--- src/hdl/udp_tx_pkg.sv ---
/*
 * Shared definitions for the UDP/IP transmit path:
 * stream word layout, template entry flags, header sizes, engine state width
 */
package udp_tx_pkg;

   // Stream word, three flags above the data bits
   localparam int data_w   = 16;
   localparam int sof_bit  = 16;
   localparam int eof_bit  = 17;
   localparam int occ_bit  = 18;  // Last word only half full
   localparam int stream_w = 19;

   // Template entry, literal word plus six per-line flags
   localparam int hdr_w            = 22;
   localparam int hdr_udp_len_bit  = 16;
   localparam int hdr_ip_len_bit   = 17;
   localparam int hdr_ip_chk_bit   = 18;
   localparam int hdr_last_bit     = 19;
   localparam int hdr_dst_port_bit = 20;
   localparam int hdr_src_port_bit = 21;
   localparam int hdr_len          = 32;  // Up to 64 bytes of header

   // Fixed header sizes added to the payload byte count
   localparam int ip_udp_hdr_bytes = 28;
   localparam int udp_hdr_bytes    = 8;

   // Engine state doubles as the template read index
   localparam int st_w = 5;

   // Port table select from the control word
   localparam int port_sel_w = 2;

endpackage

--- src/hdl/tx_fifo.sv ---
/*
 * Synchronous stream FIFO with valid/ready on both ports
 */
`timescale 1ns/1ps

module tx_fifo #(
   parameter int unsigned DEPTH = 8
) (
   input  logic                          clk,
   input  logic                          reset,
   input  logic [udp_tx_pkg::stream_w-1:0] wr_data_i,
   input  logic                          wr_valid_i,
   output logic                          wr_ready_o,
   output logic [udp_tx_pkg::stream_w-1:0] rd_data_o,
   output logic                          rd_valid_o,
   input  logic                          rd_ready_i
);
   import udp_tx_pkg::*;

   localparam int ptr_w = $clog2(DEPTH);  // DEPTH is a power of two
   localparam int cnt_w = $clog2(DEPTH + 1);

   logic [stream_w-1:0] mem [DEPTH];
   logic [ptr_w-1:0]    wr_ptr;
   logic [ptr_w-1:0]    rd_ptr;
   logic [cnt_w-1:0]    count;
   logic                do_wr;
   logic                do_rd;

   assign wr_ready_o = (count != cnt_w'(DEPTH));
   assign rd_valid_o = (count != '0);
   assign rd_data_o  = mem[rd_ptr];  // Head word shown directly

   assign do_wr = wr_valid_i & wr_ready_o;
   assign do_rd = rd_valid_o & rd_ready_i;

   always_ff @(posedge clk)
   begin
      if (do_wr)
         mem[wr_ptr] <= wr_data_i;
   end

   // Pointers wrap naturally at DEPTH
   always_ff @(posedge clk)
   begin
      if (reset)
      begin
         wr_ptr <= '0;
         rd_ptr <= '0;
         count  <= '0;
      end
      else
      begin
         if (do_wr)
            wr_ptr <= wr_ptr + 1'b1;
         if (do_rd)
            rd_ptr <= rd_ptr + 1'b1;
         case ({do_wr, do_rd})
            2'b10:   count <= count + 1'b1;
            2'b01:   count <= count - 1'b1;
            default: count <= count;  // Idle or pass-through
         endcase
      end
   end

endmodule

--- src/hdl/hdr_template.sv ---
/*
 * Header template store: settings-bus decode, template RAM,
 * checksum seed capture and per-port UDP port table
 */
`timescale 1ns/1ps

module hdr_template #(
   parameter int unsigned SET_BASE = 0
) (
   input  logic                              clk,
   input  logic                              set_stb_i,
   input  logic [7:0]                        set_addr_i,
   input  logic [31:0]                       set_data_i,
   input  logic [udp_tx_pkg::st_w-1:0]       rd_idx_i,
   input  logic [udp_tx_pkg::port_sel_w-1:0] port_sel_i,
   output logic [udp_tx_pkg::hdr_w-1:0]      hdr_word_o,
   output logic [udp_tx_pkg::data_w-1:0]     chk_seed_o,
   output logic [udp_tx_pkg::data_w-1:0]     src_port_o,
   output logic [udp_tx_pkg::data_w-1:0]     dst_port_o
);
   import udp_tx_pkg::*;

   // Template at base+0..31, port table right after it
   localparam logic [7:0] tmpl_base = 8'(SET_BASE);
   localparam logic [7:0] port_base = 8'(SET_BASE + hdr_len);

   logic [hdr_w-1:0]    tmpl_ram [hdr_len];
   logic [2*data_w-1:0] port_tab [2**port_sel_w];  // {src, dst}
   logic                tmpl_wr;
   logic                port_wr;

   assign tmpl_wr = set_stb_i & (set_addr_i[7:st_w] == tmpl_base[7:st_w]);
   assign port_wr = set_stb_i & (set_addr_i[7:port_sel_w] == port_base[7:port_sel_w]);

   always_ff @(posedge clk)
   begin
      if (tmpl_wr)
      begin
         tmpl_ram[set_addr_i[st_w-1:0]] <= set_data_i[hdr_w-1:0];
         // Host preloads the static part of the IP checksum on this line
         if (set_data_i[hdr_ip_chk_bit])
            chk_seed_o <= set_data_i[data_w-1:0];
      end
      if (port_wr)
         port_tab[set_addr_i[port_sel_w-1:0]] <= set_data_i;
   end

   // Ports of the selected entry, one cycle behind port_sel_i
   always_ff @(posedge clk)
   begin
      src_port_o <= port_tab[port_sel_i][2*data_w-1:data_w];
      dst_port_o <= port_tab[port_sel_i][data_w-1:0];
   end

   assign hdr_word_o = tmpl_ram[rd_idx_i];  // Distributed RAM read

endmodule

--- src/hdl/prot_eng_tx.sv ---
/*
 * Transmit protocol engine: control and count word FSM, header line
 * substitution, length and IP checksum arithmetic, output framing
 */
`timescale 1ns/1ps

module prot_eng_tx (
   input  logic                              clk,
   input  logic                              reset,
   input  logic [udp_tx_pkg::stream_w-1:0]   in_data_i,
   input  logic                              in_valid_i,
   output logic                              in_ready_o,
   output logic [udp_tx_pkg::stream_w-1:0]   out_data_o,
   output logic                              out_valid_o,
   input  logic                              out_ready_i,
   output logic [udp_tx_pkg::st_w-1:0]       rd_idx_o,
   input  logic [udp_tx_pkg::hdr_w-1:0]      hdr_word_i,
   input  logic [udp_tx_pkg::data_w-1:0]     chk_seed_i,
   output logic [udp_tx_pkg::port_sel_w-1:0] port_sel_o,
   input  logic [udp_tx_pkg::data_w-1:0]     src_port_i,
   input  logic [udp_tx_pkg::data_w-1:0]     dst_port_i
);
   import udp_tx_pkg::*;

   localparam logic [st_w-1:0] st_ctrl    = st_w'(0);
   localparam logic [st_w-1:0] st_count   = st_w'(1);
   localparam logic [st_w-1:0] st_hdr0    = st_w'(2);   // First header line
   localparam logic [st_w-1:0] st_align   = st_w'(30);
   localparam logic [st_w-1:0] st_payload = st_w'(31);

   logic [st_w-1:0]   state;
   logic              fast_path;
   logic              sof;
   logic [data_w-1:0] length;
   logic [data_w-1:0] ip_length;
   logic [data_w-1:0] udp_length;
   logic [data_w:0]   chk_sum;
   logic [data_w-1:0] chk_fold;
   logic [data_w-1:0] chk_reg;
   logic [data_w-1:0] out_word;
   logic              do_payload;
   logic              no_output;
   logic              advance;

   assign do_payload = (state == st_payload);
   // Control, count and alignment words are swallowed
   assign no_output  = (state == st_ctrl) | (state == st_count) | (state == st_align);

   // Header states emit while the first payload word waits at the input
   assign in_ready_o  = out_ready_i & (do_payload | no_output);
   assign out_valid_o = in_valid_i & ~no_output;
   assign advance     = in_valid_i & out_ready_i;

   assign rd_idx_o = state;

   assign ip_length  = length + data_w'(ip_udp_hdr_bytes);
   assign udp_length = length + data_w'(udp_hdr_bytes);

   // Ones'-complement add with end-around carry
   assign chk_sum  = {1'b0, chk_seed_i} + {1'b0, ip_length};
   assign chk_fold = chk_sum[data_w-1:0] + {{(data_w-1){1'b0}}, chk_sum[data_w]};

   always_ff @(posedge clk)
   begin
      chk_reg <= chk_fold;  // Valid one cycle after the count word
   end

   always_ff @(posedge clk)
   begin
      if (advance && (state == st_count))
         length <= in_data_i[data_w-1:0];  // Payload byte count
   end

   always_ff @(posedge clk)
   begin
      if (reset)
      begin
         state      <= st_ctrl;
         fast_path  <= 1'b0;
         port_sel_o <= '0;
         sof        <= 1'b0;
      end
      else if (advance)
      begin
         case (state)
            st_ctrl:
            begin
               fast_path  <= in_data_i[0];
               port_sel_o <= in_data_i[port_sel_w:1];
               state      <= st_count;
            end
            st_count:
            begin
               sof <= 1'b1;  // Marks the next emitted word
               if (fast_path)
                  state <= st_hdr0;
               else
                  state <= st_align;
            end
            st_align:
               state <= st_payload;  // Alignment word dropped
            st_payload:
            begin
               sof <= 1'b0;
               if (in_data_i[eof_bit])
                  state <= st_ctrl;
            end
            default:
            begin
               // Header line emitted
               sof <= 1'b0;
               if (hdr_word_i[hdr_last_bit])
                  state <= st_payload;
               else
                  state <= state + 1'b1;
            end
         endcase
      end
   end

   // Line flags in priority order
   always_comb
   begin
      if (do_payload)
         out_word = in_data_i[data_w-1:0];
      else if (hdr_word_i[hdr_ip_chk_bit])
         out_word = ~chk_reg;
      else if (hdr_word_i[hdr_ip_len_bit])
         out_word = ip_length;
      else if (hdr_word_i[hdr_udp_len_bit])
         out_word = udp_length;
      else if (hdr_word_i[hdr_src_port_bit])
         out_word = src_port_i;
      else if (hdr_word_i[hdr_dst_port_bit])
         out_word = dst_port_i;
      else
         out_word = hdr_word_i[data_w-1:0];  // Literal line
   end

   // EOF and OCC belong to payload words only, never to header lines
   always_comb
   begin
      out_data_o                = '0;
      out_data_o[data_w-1:0]    = out_word;
      out_data_o[sof_bit]       = sof;
      out_data_o[eof_bit]       = do_payload & in_data_i[eof_bit];
      out_data_o[occ_bit]       = do_payload & in_data_i[occ_bit];
   end

endmodule

--- src/hdl/udp_tx_top.sv ---
/*
 * UDP/IP transmit top level: input FIFO, header template store, engine
 */
`timescale 1ns/1ps

module udp_tx_top #(
   parameter int unsigned SET_BASE   = 0,  // Multiple of 64
   parameter int unsigned FIFO_DEPTH = 8
) (
   input  logic                            clk,
   input  logic                            reset,
   input  logic                            set_stb_i,
   input  logic [7:0]                      set_addr_i,
   input  logic [31:0]                     set_data_i,
   input  logic [udp_tx_pkg::stream_w-1:0] in_data_i,
   input  logic                            in_valid_i,
   output logic                            in_ready_o,
   output logic [udp_tx_pkg::stream_w-1:0] out_data_o,
   output logic                            out_valid_o,
   input  logic                            out_ready_i
);
   import udp_tx_pkg::*;

   logic [stream_w-1:0]   fifo_data;
   logic                  fifo_valid;
   logic                  eng_ready;
   logic [st_w-1:0]       rd_idx;
   logic [hdr_w-1:0]      hdr_word;
   logic [data_w-1:0]     chk_seed;
   logic [data_w-1:0]     src_port;
   logic [data_w-1:0]     dst_port;
   logic [port_sel_w-1:0] port_sel;

   tx_fifo #(
      .DEPTH(FIFO_DEPTH)
   ) u_tx_fifo (
      .clk       (clk),
      .reset     (reset),
      .wr_data_i (in_data_i),
      .wr_valid_i(in_valid_i),
      .wr_ready_o(in_ready_o),
      .rd_data_o (fifo_data),
      .rd_valid_o(fifo_valid),
      .rd_ready_i(eng_ready)
   );

   hdr_template #(
      .SET_BASE(SET_BASE)
   ) u_hdr_template (
      .clk       (clk),
      .set_stb_i (set_stb_i),
      .set_addr_i(set_addr_i),
      .set_data_i(set_data_i),
      .rd_idx_i  (rd_idx),
      .port_sel_i(port_sel),
      .hdr_word_o(hdr_word),
      .chk_seed_o(chk_seed),
      .src_port_o(src_port),
      .dst_port_o(dst_port)
   );

   prot_eng_tx u_prot_eng_tx (
      .clk        (clk),
      .reset      (reset),
      .in_data_i  (fifo_data),
      .in_valid_i (fifo_valid),
      .in_ready_o (eng_ready),
      .out_data_o (out_data_o),
      .out_valid_o(out_valid_o),
      .out_ready_i(out_ready_i),
      .rd_idx_o   (rd_idx),
      .hdr_word_i (hdr_word),
      .chk_seed_i (chk_seed),
      .port_sel_o (port_sel),
      .src_port_i (src_port),
      .dst_port_i (dst_port)
   );

endmodule

--- config.mk ---
export PLATFORM = sky130hd
export DESIGN_NAME = udp_tx_top
export DESIGN_NICKNAME = d
export VERILOG_FILES = /design/src/hdl/udp_tx_pkg.sv /design/src/hdl/tx_fifo.sv /design/src/hdl/hdr_template.sv /design/src/hdl/prot_eng_tx.sv /design/src/hdl/udp_tx_top.sv
export SDC_FILE = /design/constraint.sdc
export NUM_CORES = 1
export LEC_CHECK = 0
export ABC_AREA = 1
export BUFFER_PORTS_ARGS = -buffer_cell sky130_fd_sc_hd__buf_4
export CAP_MARGIN = 15
export CORE_UTILIZATION = 43
export DETAILED_ROUTE_END_ITERATION = 7
export PLACE_DENSITY = 0.64
export RECOVER_POWER = 50
export SLEW_MARGIN = 20
export SYNTH_ARGS = -nofsm -noshare
export SYNTH_HDL_FRONTEND = slang
export SYNTH_SLANG_ARGS = --single-unit
--- constraint.sdc ---
create_clock -name clk -period 9 [get_ports clk]
set_input_delay 0.45 -clock clk [delete_from_list [all_inputs] [get_ports clk]]
set_output_delay 0.45 -clock clk [all_outputs]
set_load 0.005 [all_outputs]
; After elaboration in Yosys (flattened, before gate mapping)
; Memory sizes are Yosys's and may differ from the RTL's. A register that Yosys moved wholly into a read port is not among the register bits.
; Cells that the tools add are included.
; Widths: inputs -> output; s select.
[totals]
ram_bits = 984
register_bits = 67
in_bits = 64
memories = 3
out_inout_bits = 21
word_cells = 77
[memory_table]
columns = name, depth, word_bits, read_ports, rd_clocked_by_memory_dff, wr, line
row1 = u_hdr_template.tmpl_ram, 32, 22, 1, 1, 1, hdr_template.sv:27  ; logic [hdr_w-1:0] tmpl_ram [hdr_len];
row2 = u_tx_fifo.mem, 8, 19, 1, 1, 1, tx_fifo.sv:23  ; logic [stream_w-1:0] mem [DEPTH];
row3 = u_hdr_template.port_tab, 4, 32, 1, 1, 1, hdr_template.sv:28  ; logic [2*data_w-1:0] port_tab [2**port_sel_w];
[classes]
muxes = 22
n_eq_ne = 8
n_reduce_logical = 10
addsub = 9
bitwise = 15
[ops]
columns = operator, n
row1 = $mux 16, 6
row2 = $mux 5, 5
row3 = $pmux 5 s4, 1
row4 = $add 16x16->17, 1
row5 = $add 16x1->16, 1
row6 = $add 16x4->16 const B, 1
row7 = $add 16x5->16 const B, 1
row8 = $not 16->16, 1
row9 = $eq 5x5->1 const B, 2
row10 = $and 1x1->1, 9
row11 = $pmux 4 s2, 1
row12 = $reduce_and 2->1, 4
row13 = $add 3x1->3 const B, 2
row14 = $eq 6x4->1 const B, 1
row15 = $mux 1, 6
row16 = $mux 3, 2
row17 = $add 5x1->5 const B, 1
row18 = $eq 5x1->1 const B, 1
row19 = $logic_not 5->1, 1
row20 = $add 4x1->4 const B, 1
row21 = $ne 4x4->1 const B, 1
row22 = $reduce_bool 4->1, 1
row23 = $sub 4x1->4 const B, 1
row24 = $logic_not 3->1, 1
row25 = 9 further kinds, 12

; Depth between registers and ports, before layout
[logic_depth]
word_depth = 8
ltp_mapped = 25
ltp_nobuf = 25

; Cells and area by module
; A second synthesis with hierarchy kept.
[hier_totals]
hier_cells = 3997
area_unflattened_um2 = 45149.6
[by_module_without_submodules]
columns = mod, seq_area_each_um2, area_each_um2, instances, cells_each
row1 = hdr_template, 26105.0, 34340.4, 1, 2791
row2 = tx_fifo, 4824.6, 6607.6, 1, 521
row3 = prot_eng_tx, 980.9, 4201.5, 1, 685

; Worst setup path after synthesis
; Ideal clock, no wire load.
[synth_path]
kind = input to register
startpoint = input set_addr_i[2]
endpoint = memory u_hdr_template.port_tab[0][0] (netlist name), enable pin
path_slack_ns = 5.491
stages = 3
path_buffers = 0
required_ns = 8.539
t_arrival_ns = 3.048
setup_ns = 0.461
path_cell_list = nor3_1 -> nand3_1 -> nor3_1
[synth_between]
elab_chain_cells = 4
[synth_lines]
columns = item, line
row1 = start: declaration, udp_tx_top.sv:13  ; input logic [7:0] set_addr_i,
row2 = $eq 6x4->1, hdr_template.sv:33  ; assign port_wr = set_stb_i & (set_addr_i[7:port_sel_w] == port_base[7:port_sel_w]);
row3 = $and 1x1->1, hdr_template.sv:33
row4 = $mux 1, hdr_template.sv:44  ; if (port_wr)
row5 = $mux 1 (implied by the code), hdr_template.sv:45  ; port_tab[set_addr_i[port_sel_w-1:0]] <= set_data_i;
row6 = end: declaration, hdr_template.sv:28
; Every way passes these cells.

==> results.json <==
{
  "outcome": "complete, but fails checks",
  "violations": "max-capacitance violations, max-slew violations",
  "drc": 0,
  "mostFrequentLayoutCell": "nand2_1",
  "die_w_um": 327,
  "synth_top_family_by_area": "simple AND/OR/NAND/NOR gates",
  "synth_mux_area_frac": 0,
  "worstMarginPinSlew_ps": 2010,
  "synth_top_area_frac": 0.665,
  "grt.busiest_layer": "met2",
  "rsz0062_at_grt": "false",
  "place_area_um2": 47500,
  "arrival_ps": 5100,
  "min_path_type": "input pin to flop",
  "dr.first_iter.drc_count": 2878,
  "synth.cell_area_um2": 45500,
  "cp.required_ps": 8550,
  "root_buffer": "clkbuf_16",
  "largest_reg_flops": 704,
  "fill_cells": 9304,
  "synth_top_area_cell": "edfxtp_1",
  "max_slew_margin": -0.343,
  "yosys_warnings": 0,
  "yosys_register_bits": 1083,
  "grt_pass1_wl_um": 168000,
  "synth.net_count": 4224,
  "setup_slack_ps": 3450,
  "synthAdderAreaFrac": 0.00995,
  "fin_area_um2": 51200,
  "crit_type": "flop to output port",
  "synth_area_per_cell_um2": 11.0,
  "fin_crit_sh": 0.617,
  "clkTransAtPathRegs_ps": 60,
  "gp_congestion": 0.857,
  "drt.antenna.violating_nets": 0,
  "dp_hpwl_um": 62100,
  "grtUsageMet1": 0.281,
  "grtUsageTotal": 0.205,
  "area_growth_pct": 12.4,
  "grt_overflow_total": 0,
  "vdd_drop_max_uv": 199,
  "core_um2": 105000,
  "synth-simple-area-share": 0.179,
  "finalSetupViolations": 0,
  "htree_levels": 3,
  "startpoint_type": "flop",
  "layout-drive-gt1-share": 0.0784,
  "vias": 29800,
  "cts_tree": "built",
  "dieArea_um2": 107000,
  "io_pins": 85,
  "fin_worst_skew_ps": 37.3,
  "period_minus_slack_ps": 5550,
  "netlist_instances": 4125,
  "wl_per_cell_um": 19.4,
  "clk_path_buf_depth": 3,
  "clk_latency_ps": 700,
  "critPathCaptureType": "output port",
  "synth-xor-area-share": 0.00789,
  "cts.sinks": 1083,
  "final_cell_mix": "1029 x nand2_1, 1008 x edfxtp_1, 442 x nand3_1, 432 x nor2_1, 283 x inv_1",
  "grt_use_met2": 0.332,
  "io_buffers": 83,
  "max_freq_mhz": 180,
  "rows": 119,
  "drv_slew": 750,
  "drv_cap": 21,
  "die_height_um": 327,
  "routed_wl_um": 110000,
  "synth.area.top_cells": "edfxtp_1 66%, nand2_1 8.5%, nand3_1 4.9%",
  "power_density_nw_per_um2": 308,
  "grt_max_degree": 188,
  "viasPerCell": 5.23,
  "antenna_found_initial": 1,
  "gr-usage-met3": 0.0315,
  "firstDrtPassIters": 5,
  "ys_types": 44,
  "hold_violations": 0,
  "synth-seq-area-share": 0.698,
  "post-place-ws_ps": 4240,
  "finalSetupTns_ps": 0,
  "synth-compound-area-share": 0.0553,
  "p_leak_nw": 19.2,
  "numCtsBuffers": 108,
  "initial_utilization": 0.433,
  "grt_pass1_vias": 28700,
  "path_max_fanout": 48,
  "nets": 4308,
  "cts_setup_buffers": 0
}
-- cell type report --
class                   instances  area, um2  area share
diodes                          1       2.50   0.0000489
clock buffers                 132       2860      0.0558
clock inverters                69        714      0.0140
inverters                     310       1180      0.0231
multi-input cells            2520      11600       0.227
flip-flops and latches       1083      31800       0.621
well taps                    1391       1740      0.0340
repair buffers                186       1320      0.0257
-- worst paths after layout --
kind,startpoint,slack (ps),cells after the start,endpoint
worst max-delay path,flop,3450,14,out_data_o[3]
worst min-delay path,in_valid_i,140,4,u_tx_fifo.wr_ptr[0]
worst max register to register,u_prot_eng_tx.length[4],4720,23,u_prot_eng_tx.chk_reg[9]
worst min register to register,u_tx_fifo.rd_ptr[2],460,2,flop
-- power breakdown --
part / internal (W) / switching (W)
Combinational: 0.00156 / 0.00381
Sequential: 0.00572 / 0.000155
Clock: 0.00260 / 0.00190
-- kinds of logic after synthesis --
family	after synthesis
compound gates	455
fa+ha+maj	35
simple gates	1989
buf+inv	522
xor+xnor	41
flops	1083
-- repair_timing --
action / 4_1_cts / 5_1_grt
resized for setup: 0 / 0
hold buffers: 29 / 0
hold endpoints to repair: 187 / 0
-- metal layers --
metal  wire length (um)  share of wire
met1              47500           0.43
met3               7500          0.068
met5                  0              0
met2              52300           0.47
met4               2970          0.027
-- critical path, stage by stage (launching register included) --
cell and delay, ps:
dfxtp_4 800, clkinv_2 730, buf_4 580, nand3_1 240
nand2_1 60, nand2_1 110, nand3_2 380, nand2_2 470
nand2_1 100, nand3_1 200, nand2_1 130, nand2_1 80
nand2_1 40, a21oi_1 250, buf_4 170
-- cells in the mapped netlist, drive strengths merged --
cell,number
o211ai,19
and3,2
nor3,11
o22ai,53
nand4,9
a211oi,2
o221ai,17
a21oi,51
or2,3
xor2,28
o21ai,289
nor2,471
a31oi,19
nand2,1034
nand3b,13
o21bai,4
and2,1
inv,303
nor4,1
dfxtp,75
edfxtp,1008
ha,33
fa,2
buf,136
o21a,1
clkinv,7
nand3,444
xnor2,13
clkbuf,76
-- through the flow --
stage	hold WS, ps	utilization	instances	power [W]
2_1_floorplan	433	-	4125	0.00955
3_3_place_gp	450	0.452	5459	0.0113
3_5_place_dp	455	0.452	5461	0.0113
4_1_cts	107	0.489	5691	0.0158
5_1_grt	171	0.487	5692	0.0166
6_report	143	0.487	5692	0.0157
No activity file was read; power rests on OpenSTA's default activity.
